File: config.mk
export PLATFORM = sky130hd
export DESIGN_NAME = scProcController
export DESIGN_NICKNAME = d
export VERILOG_FILES = /design/src/design/scProcPkg.sv /design/src/design/scProcController.sv
export VERILOG_INCLUDE_DIRS = /design/src /design/src/design
export SDC_FILE = /design/constraint.sdc
export NUM_CORES = 1
export LEC_CHECK = 0
export ABC_CLOCK_PERIOD_IN_PS = 1200
export BUFFER_PORTS_ARGS = -buffer_cell sky130_fd_sc_hd__buf_2
export CORE_AREA = 3 3 40 42
export DETAILED_ROUTE_END_ITERATION = 8
export DIE_AREA = 0 0 43 45
export GPL_TIMING_DRIVEN = 0
export PLACE_DENSITY = 0.67
export SYNTH_ARGS = -nofsm -noshare
export SYNTH_HDL_FRONTEND = slang
export SYNTH_SLANG_ARGS = --single-unit
File: constraint.sdc
create_clock -name vclk -period 1.2
set_input_delay 0 -clock vclk [all_inputs]
set_output_delay 0 -clock vclk [all_outputs]
set_load 0.01 [all_outputs]
File: src/design/scProc_defs.svh
`ifndef SCPROC_DEFS_SVH
`define SCPROC_DEFS_SVH

// core data path width
`define SCPROC_XLEN 32

// architectural register count, 4-bit indexes
`define SCPROC_NREGS 16

// instruction memory depth in words
`define SCPROC_IMEM_WORDS 256

// data memory depth in words, indexed by addr[9:2]
`define SCPROC_DMEM_WORDS 256

`endif

File: src/design/scProcPkg.sv
`include "scProc_defs.svh"

package scProcPkg;

	typedef enum logic [3:0] {
		opAluR   = 4'b0000, // rd <- rs1 op rs2
		opCmpR   = 4'b0010, // rd <- rs1 cmp rs2
		opSw     = 4'b0101, // mem[rs1 + imm*4] <- rs2
		opBranch = 4'b0110, // pc <- pc+4+imm*4 when compare holds
		opAluI   = 4'b1000, // rd <- rs1 op sext(imm)
		opLw     = 4'b1001, // rd <- mem[rs1 + imm*4]
		opCmpI   = 4'b1010, // rd <- rs1 cmp sext(imm)
		opJal    = 4'b1011  // rd <- pc+4, pc <- rs1 + imm*4
	} opcodeE;

	typedef enum logic [3:0] {
		aluAdd  = 4'b0000,
		aluSub  = 4'b0001,
		aluAnd  = 4'b0100,
		aluOr   = 4'b0101,
		aluXor  = 4'b0110,
		aluMvhi = 4'b1011, // imm into upper half
		aluNand = 4'b1100,
		aluNor  = 4'b1101,
		aluXnor = 4'b1110
	} aluFnE;

	typedef enum logic [3:0] {
		cmpF   = 4'b0000, // constant false
		cmpEq  = 4'b0001,
		cmpLt  = 4'b0010,
		cmpLte = 4'b0011,
		cmpT   = 4'b1000, // constant true
		cmpNe  = 4'b1001,
		cmpGte = 4'b1010,
		cmpGt  = 4'b1011
	} cmpFnE;

	typedef struct packed {
		logic [3:0]  dest;  // 31:28
		logic [3:0]  src1;  // 27:24
		logic [3:0]  src2;  // 23:20, upper nibble of imm
		logic [11:0] immLo; // 19:8
		logic [3:0]  fn;    // 7:4
		logic [3:0]  op;    // 3:0
	} rFmtS;

	// store and branch carry no destination
	typedef struct packed {
		logic [3:0]  src1; // 31:28
		logic [3:0]  src2; // 27:24
		logic [15:0] imm;  // 23:8, same bits in both views
		logic [3:0]  fn;
		logic [3:0]  op;
	} sFmtS;

	typedef union packed {
		rFmtS rFmt;
		sFmtS sFmt;
	} iwordU;

	typedef struct packed {
		logic [4:0] aluFn;   // bit 4 picks compare result
		logic regFileWrtEn;
		logic dMemWrtEn;
		logic aluSrc2Sel;    // 1 = extended imm
		logic regFileWrtSel; // 1 = memDOut
		logic isBranch;
		logic isJAL;
		logic needsShift;    // imm << 2 for lw/sw/jal
		logic [3:0] rdIndex0;
		logic [3:0] rdIndex1;
		logic [3:0] wrtIndex;
	} ctrlS;

	typedef struct packed {
		logic valid;
		logic [`SCPROC_XLEN-1:0] pc;
		logic regWrtEn;
		logic [3:0] wrtIndex;
		logic [`SCPROC_XLEN-1:0] wrtData;
		logic memWrtEn;
		logic [`SCPROC_XLEN-1:0] memAddr;
		logic [`SCPROC_XLEN-1:0] memData;
	} retireS;

endpackage

File: src/design/scProcController.sv
`timescale 1ns/1ps

module scProcController (
	input scProcPkg::iwordU iword,
	output scProcPkg::ctrlS ctrl
);
	import scProcPkg::*;

	always_comb begin
		ctrl = '0; // every enable low unless decoded
		ctrl.aluFn = {1'b0, iword.rFmt.fn}; // fn passes straight through
		ctrl.rdIndex0 = iword.rFmt.src1;
		ctrl.rdIndex1 = iword.rFmt.src2;
		ctrl.wrtIndex = iword.rFmt.dest;
		case (iword.rFmt.op) // primary opcode
			opAluR: begin
				ctrl.regFileWrtEn = 1'b1; // rs2 operand, aluOut writeback
			end
			opAluI: begin
				ctrl.regFileWrtEn = 1'b1;
				ctrl.aluSrc2Sel = 1'b1; // sext(imm) operand
			end
			opCmpR: begin
				ctrl.aluFn = {1'b1, iword.rFmt.fn}; // compare path
				ctrl.regFileWrtEn = 1'b1;
			end
			opCmpI: begin
				ctrl.aluFn = {1'b1, iword.rFmt.fn};
				ctrl.regFileWrtEn = 1'b1;
				ctrl.aluSrc2Sel = 1'b1;
			end
			opLw: begin
				ctrl.aluFn = {1'b0, aluAdd}; // address = rs1 + imm*4
				ctrl.regFileWrtEn = 1'b1;
				ctrl.aluSrc2Sel = 1'b1;
				ctrl.regFileWrtSel = 1'b1; // load data back
				ctrl.needsShift = 1'b1;
			end
			opSw: begin
				// no destination, sources move up
				ctrl.rdIndex0 = iword.sFmt.src1; // base
				ctrl.rdIndex1 = iword.sFmt.src2; // store data
				ctrl.aluFn = {1'b0, aluAdd};
				ctrl.dMemWrtEn = 1'b1;
				ctrl.aluSrc2Sel = 1'b1;
				ctrl.needsShift = 1'b1;
			end
			opBranch: begin
				ctrl.rdIndex0 = iword.sFmt.src1;
				ctrl.rdIndex1 = iword.sFmt.src2;
				ctrl.aluFn = {1'b1, iword.sFmt.fn}; // reg vs reg compare
				ctrl.isBranch = 1'b1; // taken decision lives in fetch
			end
			opJal: begin
				ctrl.aluFn = {1'b0, aluAdd}; // target = rs1 + imm*4
				ctrl.regFileWrtEn = 1'b1; // link value pc+4
				ctrl.aluSrc2Sel = 1'b1;
				ctrl.isJAL = 1'b1;
				ctrl.needsShift = 1'b1;
			end
			default: ; // undefined op is a no-op, enables stay clear
		endcase
	end

endmodule

; ---- Word level (Yosys, flattened, before mapping)
; Cells that the tools add are included.
[totals]
mem_bits_rw = 0
input_bits = 32
romBits = 0
regBits = 0
elab_cells = 22
mem_count = 0
latch_bits = 0
[op_classes]
n_bitwise = 0
n_shift = 0
n_addsub = 0
magnitude_cmp = 0
div = 0
n_mul = 0
eq_ne = 7
mux = 9
n_reduce_logical = 6
[op_table]
columns = op, n
row1 = $eq 4x4->1 const B, 4
row2 = $pmux 5 s2, 1
row3 = $eq 4x3->1 const B, 2
row4 = $mux 8, 1
row5 = $mux 1, 7
row6 = $reduce_or 3->1, 2
row7 = $reduce_or 6->1, 1
row8 = $reduce_or 5->1, 1
row9 = $eq 4x2->1 const B, 1
row10 = $logic_not 4->1, 1
row11 = $reduce_or 2->1, 1

; ---- Logic depth before layout (Yosys ltp)
[depth]
depth_word = 3
ltp_mapped = 3
mapped_depth_nobuf = 3

; ---- Least setup slack after synthesis
; No wires, ideal clock.
[synth_timing]
path_type = input port to output port
startpoint = in iword[1] (netlist name)
endpoint = out ctrl[10] (netlist name)
slack_ns = 0.529
cell_stages = 3
arrival_time_ns = 0.671
path_cell_list = xor2_1 -> nand3_2 -> mux2_2
[synth_rtl]
columns = element, line_no
row1 = start: declaration, scProcController.sv:4  ; input scProcPkg::iwordU iword,
row2 = end: declaration, scProcController.sv:5  ; output scProcPkg::ctrlS ctrl

==> impl_metrics.yaml <==
sta:
  finalCritPeriodShare: 0.850
  setup_viol: 0
  timing.fmax_mhz: 981
  setup_slack_ns: 0.181
  tightest_slew_ns: 0.412
  drv_slew: 0
  period_needed_ns: 1.02
  final_hold_viol_count: 0
  fin_tns_setup_ns: 0
  rsz0062_at_grt: "no"
  relSlewSlack: 0.723
drt:
  drcViolationCount: 0
  vias: 372
  viasPerCell: 4.09
  wl_um: 864
  postRouteAntennaNets: 0
  drtIter0Drc: 1
  wl_per_cell_um: 9.49
  dr.pass1.iters: 4
power_and_ir_drop:
  power_density_nw_per_um2: 373
  peakVddDrop_uv: 78.1
  p_leak_nw: 0.294
  p_total_w: 0.000179
worst_setup_path:
  cp_cell_sequence: "buf_2 -> xor2_1 -> nand3_2 -> mux2_2 -> buf_2"
  crit_arrival_ns: 1.02
  cp_top_family: "multiplexers"
  crit_slowest_cell: "mux2_2"
  crit_buf_inv: 2
  cp-start-kind: "primary input"
  critPathKind: "in -> out"
  cp_slowest_stage_delay_ns: 0.32
  cp.required_ns: 1.20
  worst_path_most_repeated_cell: "buf_2"
  end_kind: "output port"
  crit_path_max_fanout: 8
placed_design:
  dp_cells: 91
  place_ws_ns: 0.155
  portBuffers: 44
  gp_congestion: 0.668
  hpwl_um: 784
synth:
  yosysMostFrequentCell: "mux2_2"
  synthTopCellsByCount: "mux2_2, and2_1, buf_4"
  yosys-top-cells-area: "mux2_2, and2_1, buf_4"
  yosysTopAreaCellShare: 0.375
  syn_inst: 32
  netlist_area_um2: 240
  syn_nets: 64
  yosysSeqAreaShare: 0
  yosys.cell_types.count: 15
  yosys_warnings: 0
  syn_avg_cell_area_um2: 7.51
  synth_area_leader_cell: "mux2_2"
final_layout:
  seq_area_um2: 0
  area_growth_pct: 99.5
  drive_above_1_share: 0.763
  diodes: 0
  nFillCells: 150
  design.seq.count: 0
  instances_no_fill: 91
  fin_util: 0.373
  final_nets: 110
  n_clock_buffer: 0
worst_hold_path:
  min_from: "iword[29]"
  holdPathStages: 3
  hold_class: "in -> out"
  holdPathEnd: "ctrl[1]"
clock_network:
  cts_setup_buffers: 0
  cts_resized: 0
  hold_buffers: 0
grt:
  grt_pass1_vias: 354
  antenna_found_initial: 0
  grt_overflow: 0
  grt.total_usage: 0.0937
  grt_max_degree: 9
  grt_pass1_wl_um: 1520
die:
  die_w_um: 43
  dieArea_um2: 1940
  core_um2: 1280
  die_h_um: 45
  rows: 13
  pin_count: 56
  start_util: 0.187
flow_run:
  drv_cap: 0
run_status:
  status: "finished, final reports clean"
==> metal layers <==
layer  wire, um  track usage  share of wire  vias up
met2        461        0.177           0.53       20
met4          0            0              0        0
met5          0            0              0        -
li1           -            -              -      195
met1        321        0.129           0.37      157
met3         81            0          0.094        0
==> through the flow <==
| step | hold slack (ns) | instance area [um2] |
|---|---|---|
| CTS | 0.285 | 479 |
| detailed placement | 0.285 | 479 |
| floorplan | 0.0441 | 240 |
| global placement | 0.283 | 479 |
| finish | 0.281 | 479 |
| global route | 0.298 | 479 |
==> layout by cell type (no fill, tap or decap), types with 2 or more instances in the layout <==
| master | count |
|---|---|
| inv_1 | 2 |
| buf_4 | 4 |
| and2_1 | 5 |
| mux2_2 | 8 |
| nor3b_1 | 2 |
| buf_2 | 44 |
| a21oi_1 | 2 |
==> logic make-up (layout without fill, tap and decap cells) <==
kind of cell,after synthesis,in the layout,synth area share
and+or+nand+nor,14,14,0.370
muxes,8,8,0.375
buffers and inverters,6,50,0.156
AOI/OAI and AO/OA,3,3,0.0625
xor gates and xnor gates,1,1,0.0365
==> report_power, final <==
group	internal, W	switching, W
clock network	0	0
logic	0.0000965	0.0000821
registers	0	0
==> layout make-up <==
cell class	count	area, um2	share of cell area
Tap cell	15	18.8	0.0392
Inverter	2	7.51	0.0157
Timing Repair Buffer	44	220	0.460
Buffer	4	30.0	0.0627
Multi-Input combinational cell	26	203	0.423
==> worst max-delay path by stage <==
| stage | cells past startpoint | endpoint | slack [ns] | start |
|---|---|---|---|---|
| 6_report | 5 | ctrl[10] | 0.18 | iword[0] |
| 5_1_grt | 5 | ctrl[21] | 0.06 | iword[3] |
| 4_1_cts | 5 | ctrl[7] | 0.15 | iword[0] |
| 3_5_place_dp | 5 | ctrl[7] | 0.16 | iword[0] |
| 3_3_place_gp | 5 | ctrl[5] | 0.20 | iword[0] |
| 2_1_floorplan | 3 | ctrl[10] | 0.53 | iword[1] |
(Power assumes the default switching activity.)
