File: src/design/scProc_defs.svh
`ifndef SCPROC_DEFS_SVH
`define SCPROC_DEFS_SVH

// core data path width
`define SCPROC_XLEN 32

// architectural register count, 4-bit indexes
`define SCPROC_NREGS 16

// instruction memory depth in words
`define SCPROC_IMEM_WORDS 256

// data memory depth in words, indexed by addr[9:2]
`define SCPROC_DMEM_WORDS 256

`endif

File: src/design/scProcPkg.sv
`include "scProc_defs.svh"

package scProcPkg;

	typedef enum logic [3:0] {
		opAluR   = 4'b0000, // rd <- rs1 op rs2
		opCmpR   = 4'b0010, // rd <- rs1 cmp rs2
		opSw     = 4'b0101, // mem[rs1 + imm*4] <- rs2
		opBranch = 4'b0110, // pc <- pc+4+imm*4 when compare holds
		opAluI   = 4'b1000, // rd <- rs1 op sext(imm)
		opLw     = 4'b1001, // rd <- mem[rs1 + imm*4]
		opCmpI   = 4'b1010, // rd <- rs1 cmp sext(imm)
		opJal    = 4'b1011  // rd <- pc+4, pc <- rs1 + imm*4
	} opcodeE;

	typedef enum logic [3:0] {
		aluAdd  = 4'b0000,
		aluSub  = 4'b0001,
		aluAnd  = 4'b0100,
		aluOr   = 4'b0101,
		aluXor  = 4'b0110,
		aluMvhi = 4'b1011, // imm into upper half
		aluNand = 4'b1100,
		aluNor  = 4'b1101,
		aluXnor = 4'b1110
	} aluFnE;

	typedef enum logic [3:0] {
		cmpF   = 4'b0000, // constant false
		cmpEq  = 4'b0001,
		cmpLt  = 4'b0010,
		cmpLte = 4'b0011,
		cmpT   = 4'b1000, // constant true
		cmpNe  = 4'b1001,
		cmpGte = 4'b1010,
		cmpGt  = 4'b1011
	} cmpFnE;

	typedef struct packed {
		logic [3:0]  dest;  // 31:28
		logic [3:0]  src1;  // 27:24
		logic [3:0]  src2;  // 23:20, upper nibble of imm
		logic [11:0] immLo; // 19:8
		logic [3:0]  fn;    // 7:4
		logic [3:0]  op;    // 3:0
	} rFmtS;

	// store and branch carry no destination
	typedef struct packed {
		logic [3:0]  src1; // 31:28
		logic [3:0]  src2; // 27:24
		logic [15:0] imm;  // 23:8, same bits in both views
		logic [3:0]  fn;
		logic [3:0]  op;
	} sFmtS;

	typedef union packed {
		rFmtS rFmt;
		sFmtS sFmt;
	} iwordU;

	typedef struct packed {
		logic [4:0] aluFn;   // bit 4 picks compare result
		logic regFileWrtEn;
		logic dMemWrtEn;
		logic aluSrc2Sel;    // 1 = extended imm
		logic regFileWrtSel; // 1 = memDOut
		logic isBranch;
		logic isJAL;
		logic needsShift;    // imm << 2 for lw/sw/jal
		logic [3:0] rdIndex0;
		logic [3:0] rdIndex1;
		logic [3:0] wrtIndex;
	} ctrlS;

	typedef struct packed {
		logic valid;
		logic [`SCPROC_XLEN-1:0] pc;
		logic regWrtEn;
		logic [3:0] wrtIndex;
		logic [`SCPROC_XLEN-1:0] wrtData;
		logic memWrtEn;
		logic [`SCPROC_XLEN-1:0] memAddr;
		logic [`SCPROC_XLEN-1:0] memData;
	} retireS;

endpackage

File: src/design/arithLogic.sv
`timescale 1ns/1ps
`include "scProc_defs.svh"

module arithLogic (
	input scProcPkg::aluFnE fn,
	input logic [`SCPROC_XLEN-1:0] a,
	input logic [`SCPROC_XLEN-1:0] b,
	output logic [`SCPROC_XLEN-1:0] y
);
	import scProcPkg::*;

	always_comb begin
		case (fn)
			aluAdd: y = a + b;
			aluSub: y = a - b;
			aluAnd: y = a & b;
			aluOr: y = a | b;
			aluXor: y = a ^ b;
			aluNand: y = ~(a & b);
			aluNor: y = ~(a | b);
			aluXnor: y = ~(a ^ b);
			aluMvhi: y = {b[15:0], 16'h0000}; // imm to upper half, low half zero
			default: y = '0; // unknown fn
		endcase
	end

endmodule

File: src/design/compareUnit.sv
`timescale 1ns/1ps
`include "scProc_defs.svh"

module compareUnit (
	input scProcPkg::cmpFnE fn,
	input logic [`SCPROC_XLEN-1:0] a,
	input logic [`SCPROC_XLEN-1:0] b,
	output logic isTrue
);
	import scProcPkg::*;

	logic isEq;
	logic isLt;

	assign isEq = (a == b);
	assign isLt = ($signed(a) < $signed(b)); // ordered compares are signed

	always_comb begin
		case (fn)
			cmpF: isTrue = 1'b0;
			cmpEq: isTrue = isEq;
			cmpLt: isTrue = isLt;
			cmpLte: isTrue = isLt | isEq;
			cmpT: isTrue = 1'b1;
			cmpNe: isTrue = ~isEq;
			cmpGte: isTrue = ~isLt;
			cmpGt: isTrue = ~(isLt | isEq);
			default: isTrue = 1'b0; // undefined compare reads false
		endcase
	end

endmodule

File: src/design/execUnit.sv
`timescale 1ns/1ps
`include "scProc_defs.svh"

module execUnit (
	input scProcPkg::ctrlS ctrl,
	input scProcPkg::iwordU iword,
	input logic [`SCPROC_XLEN-1:0] rdData0,
	input logic [`SCPROC_XLEN-1:0] rdData1,
	output logic [`SCPROC_XLEN-1:0] aluOut,
	output logic cmpTrue
);
	import scProcPkg::*;

	logic [`SCPROC_XLEN-1:0] immExt;
	logic [`SCPROC_XLEN-1:0] immOp;
	logic [`SCPROC_XLEN-1:0] opB;
	logic [`SCPROC_XLEN-1:0] aluY;
	aluFnE aluFn;
	cmpFnE cmpFn;

	// imm occupies 23:8 in either view
	assign immExt = {{(`SCPROC_XLEN-16){iword.sFmt.imm[15]}}, iword.sFmt.imm};
	assign immOp = ctrl.needsShift ? (immExt << 2) : immExt; // word offset for lw/sw/jal
	assign opB = ctrl.aluSrc2Sel ? immOp : rdData1; // branch keeps rs2

	assign aluFn = aluFnE'(ctrl.aluFn[3:0]);
	assign cmpFn = cmpFnE'(ctrl.aluFn[3:0]);

	arithLogic arith_i (
		.fn(aluFn),
		.a (rdData0),
		.b (opB),
		.y (aluY)
	);

	compareUnit cmp_i (
		.fn    (cmpFn),
		.a     (rdData0),
		.b     (opB),
		.isTrue(cmpTrue) // also drives branch decision
	);

	// bit 4 of aluFn picks the compare result, zero extended
	assign aluOut = ctrl.aluFn[4] ? {{(`SCPROC_XLEN-1){1'b0}}, cmpTrue} : aluY;

endmodule

File: config.mk
export PLATFORM = sky130hd
export DESIGN_NAME = execUnit
export DESIGN_NICKNAME = d
export VERILOG_FILES = /design/src/design/scProcPkg.sv /design/src/design/arithLogic.sv /design/src/design/compareUnit.sv /design/src/design/execUnit.sv
export VERILOG_INCLUDE_DIRS = /design/src /design/src/design
export SDC_FILE = /design/constraint.sdc
export NUM_CORES = 1
export LEC_CHECK = 0
export ABC_AREA = 0
export BUFFER_PORTS_ARGS = -buffer_cell sky130_fd_sc_hd__clkbuf_2
export CORE_MARGIN = 2
export CORE_UTILIZATION = 45
export DETAILED_ROUTE_END_ITERATION = 10
export PLACE_DENSITY = 0.75
export RECOVER_POWER = 25
export SLEW_MARGIN = 20
export SYNTH_ARGS = -nofsm -noshare
export SYNTH_HDL_FRONTEND = slang
export SYNTH_SLANG_ARGS = --single-unit
export TNS_END_PERCENT = 5
File: constraint.sdc
create_clock -name vclk -period 5
set_input_delay 0.5 -clock vclk [all_inputs]
set_output_delay 0.5 -clock vclk [all_outputs]
set_load 0.01 [all_outputs]
## Yosys cells after proc, flatten, opt, wreduce, memory -nomap -nowiden

Cells that the tools add are included.

| operators by class | value |
|---|---|
| mux-type cells | 5 |
| equal/unequal tests | 14 |
| $lt $le $gt $ge | 1 |
| add/sub/neg operators | 2 |
| reductions and logical operators | 1 |
| bitwise gates (word level) | 10 |

Operators with widths:

| kind | count |
|---|---|
| case mux 32 bit (9 select lines) | 1 |
| NOT 32 bit | 3 |
| 2-to-1 mux 32 bit | 2 |
| adder 32 bit | 1 |
| AND 32 bit | 1 |
| equality test 32 bit | 1 |
| less-than comparator 32 bit | 1 |
| bitwise OR 32 bit | 1 |
| subtractor 32 bit | 1 |
| bitwise XOR 32 bit | 1 |
| equality test 4 bit, second input constant | 7 |
| 2-to-1 mux 17 bit | 1 |
| equality test 4 x 3 -> 1 bit, second input constant | 3 |
| equality test 4 x 2 -> 1 bit, second input constant | 2 |
| case mux 1 bit (7 select lines) | 1 |
| equality test 4 x 1 -> 1 bit, second input constant | 1 |
| zero test 4 bit | 1 |
| NOT 1 bit | 3 |
| bitwise OR 1 bit | 1 |

| word-level totals | value |
|---|---|
| bits of input ports | 120 |
| output and inout port bits | 33 |
| bits in registers | 0 |

## Logic depth before layout (Yosys ltp)

| logic depth | value |
|---|---|
| depth after elaboration | 7 |
| gate-level depth with buffers | 17 |

## Hierarchy

From an unflattened synthesis, not the netlist that was laid out.

| unflattened totals | value |
|---|---|
| cells, all modules | 950 |
| area, all modules | 6751.5 um^2 |

By module, submodules not included:

| module | times used | cells an instance | area an instance (um^2) |
|---|---|---|---|
| arithLogic | 1 | 710 | 5142.4 |
| compareUnit | 1 | 117 | 867.1 |
| execUnit | 1 | 123 | 742.0 |

## Least setup slack after synthesis

OpenSTA, ideal clock, no wires.

| timing path | value |
|---|---|
| kind | input to output |
| start | in ctrl[12] (netlist bit) |
| end | out aluOut[26] |
| path buffers | 2 |
| stages | 16 |
| data required time | 4.500 ns |
| data arrival time | 3.755 ns |
| path slack | 0.745 ns |
| path through | clkbuf_1 -> buf_2 -> nor2_1 -> a22oi_1 -> inv_1 -> ha_1 -> inv_1 -> fa_1 -> nor2b_1 -> o31a_1 -> o31ai_4 -> a21oi_2 -> o41ai_4 -> o22ai_1 -> or3_1 -> a21oi_1 |

| on the way | value |
|---|---|
| longest elaborated chain between the ends | 5 |
| elaborated cells between the ends (all ways) | 6 |
| classes of those cells | add/sub (2); mux (4) |

Ends and longest elaborated chain:

| what | line | text |
|---|---|---|
| from (decl) | execUnit.sv:5 | `input scProcPkg::ctrlS ctrl,` |
| 2-to-1 mux 17 bit (*) | execUnit.sv:23 | `assign immOp = ctrl.needsShift ? (immExt << 2) : immExt;` |
| 2-to-1 mux 32 bit (*) | execUnit.sv:24 | `assign opB = ctrl.aluSrc2Sel ? immOp : rdData1;` |
| subtractor 32 bit or adder 32 bit (tied branches) | arithLogic.sv:15, arithLogic.sv:14 |  |
| case mux 32 bit (9 select lines) (*) | arithLogic.sv:13 | `case (fn)` |
| 2-to-1 mux 32 bit (*) | execUnit.sv:44 | `` assign aluOut = ctrl.aluFn[4] ? {{(`SCPROC_XLEN-1){1'b0}}, cmpTrue} : aluY; `` |
| to (decl) | execUnit.sv:9 | `` output logic [`SCPROC_XLEN-1:0] aluOut, `` |

Every way passes the cells marked *; elsewhere a longest branch is shown, timed or not.

## Final worst setup path

| timing path | value |
|---|---|
| start | in ctrl[12] (netlist bit) |
| end | out aluOut[21] |

The elaborated chain is that of the path after synthesis.

==> key figures <==
STA
  – Setup ws final: 0.175 ns
  – Tmin final: 4.83 ns
  – Endpoints failing hold: 0
  – Fmax achieved: 207 MHz
  – Fin. max-slew vios: 13
  – Least-Margin Pin Slew: 1.79 ns
  – Worst Hold Slack: roughly 1.4 ns
  – Final period util: 96.5%
  – Setup TNS: 0 ns
  – RSZ-0062 raised after global routing: false
  – Final setup violation count: 0
  – Rel. slew slack: -20.5%

Finish
  – Multi-input combinational cell area: between 5000 and 6000 um2
  – Nets@finish: 1355
  – Layout cell share with drive strength beyond 1: 16.5%
  – Ant. Diodes: 0
  – Most frequent cells in the layout: clkbuf_2 (117), a21oi_1 (113), inv_1 (103)
  – Fillers: 1501
  – Post-layout util: 52.4%
  – Clock Buffer Count: 0
  – Seq_cells: 0
  – Most common cell after layout, fill and taps aside: clkbuf_2
  – Seq. cell area: 0 um2
  – Area Growth Syn to Fin: 14.4%

Placement
  – Hpwl dp: 20100 um
  – I/O Buffers: 120
  – Setup Slack @ Placement: 0.259 ns
  – Routability cong.: between 1 and 1.5

Power
  – Peak VDD IR: 0.0000695 V
  – Pint: 0.402 mW
  – Combinational Power Share: 100.0%
  – Clock power frac: 0%
  – Seq pwr share: 0%
  – Pwr Total: 1.03 mW
  – Power Density: about 140 nW/um2
  – Switching power total: 0.631 mW
  – Static Leakage: 3.59 nW
  – Switching Share: 61.0%

Worst setup path
  – Crit path capture: aluOut[21]
  – CP arrival: 4.33 ns
  – Startpoint class of the critical path: input pin
  – Worst setup startpoint: ctrl[12]
  – CP Max Fanout: 13
  – Worst setup EP type: output pin
  – Kind of critical path: in2out
  – CP required: 4.50 ns

Routing
  – Antenna Nets Post-Route: 0
  – Via density per instance: roughly 6.3
  – Post-Route WL: 25500 um
  – Via count: 8278
  – DRC viols: 0
  – WL/cell: between 15 and 20 um
  – Drt pass-1 iters: 5
  – Initial drt markers: 837

Clocking
  – Post-CTS resize count: 0
  – Post-CTS setup buffer count: 0
  – Hold-fix buffers, CTS: 0

GRT
  – Largest net degree at the start of global routing: 44
  – First-pass GRT wire length: 40200 um
  – Antenna violations before repair: 0
  – Overall routing resource usage: a little under a third
  – Total grt overflow: 0
  – Vias in the first global route: 7527

Floorplanning
  – Die area: 15700 um2
  – Initial core utilization: 45.8%
  – Die X: 125 um
  – Core area: 14400 um2
  – FP Rows: 44
  – I/O pin cnt: 153
  – Die Height: between 100 and 150 um

Yosys
  – Cell Area, Synth: 6610 um2
  – Synth Area in Simple Gates: 21.2%
  – Yosys warns: 0
  – Synth Area in Compound Gates: 37.1%
  – Cells after Synth: roughly 1000
  – Mux contribution to synthesized area: under 10%
  – Register area share after synthesis: 0%
  – Mean Syn Cell Area: 6.39 um2
  – Post-Synth XOR/XNOR Area: 8.62%
  – Largest family of logic cells by synthesized area: compound AO/OA/AOI/OAI gates
  – Post-Syn Nets: 1252
  – Adder-Cell Fraction of Synth Area: between 10% and 20%
  – Distinct cells, synth: 70

Min path
  – Worst hold stages: 4
  – HP Class: in2out

Run status
  – Outcome: finished with violations
  – Failing checks: capacitance limit, slew limit

Flow run
  – Max cap viols: 1
## stage by stage
step / cells / cell area (um2)
after CTS: 1319 / 7550
after floorplan: 1034 / 6610
after global placement: 1319 / 7550
after detailed placement: 1319 / 7550
final: 1319 / 7560
after global routing: 1319 / 7560
## cells in the mapped netlist, types with 13 or more instances
library cell  instances  area (um2)
a31oi_1              16         100
a211oi_1             14         105
a21oi_1             113         566
a21o_1               16         120
nand2_1              70         263
nor2_1               82         308
o21ai_0              65         325
a22oi_1              16         120
o21bai_1             14         105
mux2i_1              24         240
nand3_1              24         120
o211ai_1             14         105
nor4_1               14        87.6
clkbuf_1             54         203
inv_1               103         387
o22ai_1              28         175
nor3_1               31         155
xnor2_1              56         490
ha_1                 96        1200
nor2b_1              13        81.3
## cells by family after synthesis
kind of cell    Yosys count
buf+inv                 179
compound gates          376
fa+ha+maj                98
mux                      25
xor+xnor                 65
simple gates            291
## worst min-delay path by stage
stage                         from   endpoint  slack [ns]
after floorplan           ctrl[23]  aluOut[0]        1.15
after global placement    ctrl[23]  aluOut[0]        1.44
after detailed placement  ctrl[23]  aluOut[0]        1.45
after CTS                 ctrl[23]  aluOut[0]        1.45
after global routing      ctrl[23]  aluOut[0]        1.45
final                     ctrl[23]  aluOut[0]        1.43
## cell type report
type | count | area share [%]
repair buffers | 175 | 13.4
multi-input cells | 855 | 78.4
inverters | 105 | 5.21
well taps | 184 | 3.05
## routing by layer
| metal | up-vias | wire (um) | track usage [%] |
|---|---|---|---|
| met3 | 85 | 2570 | 3.04 |
| met1 | 3756 | 10600 | 42.6 |
| met5 | - | 0 | 0 |
| li1 | 3919 | - | - |
| met4 | 0 | 1170 | 11.2 |
| met2 | 518 | 11200 | 49.7 |
## power by group through the flow
stage          clock [mW]  sequential (mW)  combinational [mW]
2_1_floorplan           0                0               0.697
3_3_place_gp            0                0               0.996
3_5_place_dp            0                0                1.00
4_1_cts                 0                0                1.01
5_1_grt                 0                0                1.12
6_report                0                0                1.03
## critical path, stage by stage
cell and delay, ns:
clkbuf_2 0.33, mux2i_1 0.13, a21oi_1 0.37, inv_1 0.11
ha_1 0.43, nor2b_1 0.19, a211oi_1 0.09, o211a_1 0.29
a211o_1 0.40, o21ai_1 0.34, a211oi_1 0.16, or4_1 0.48
a31oi_1 0.31, clkbuf_2 0.19
Power figures use the tool's default switching activity.
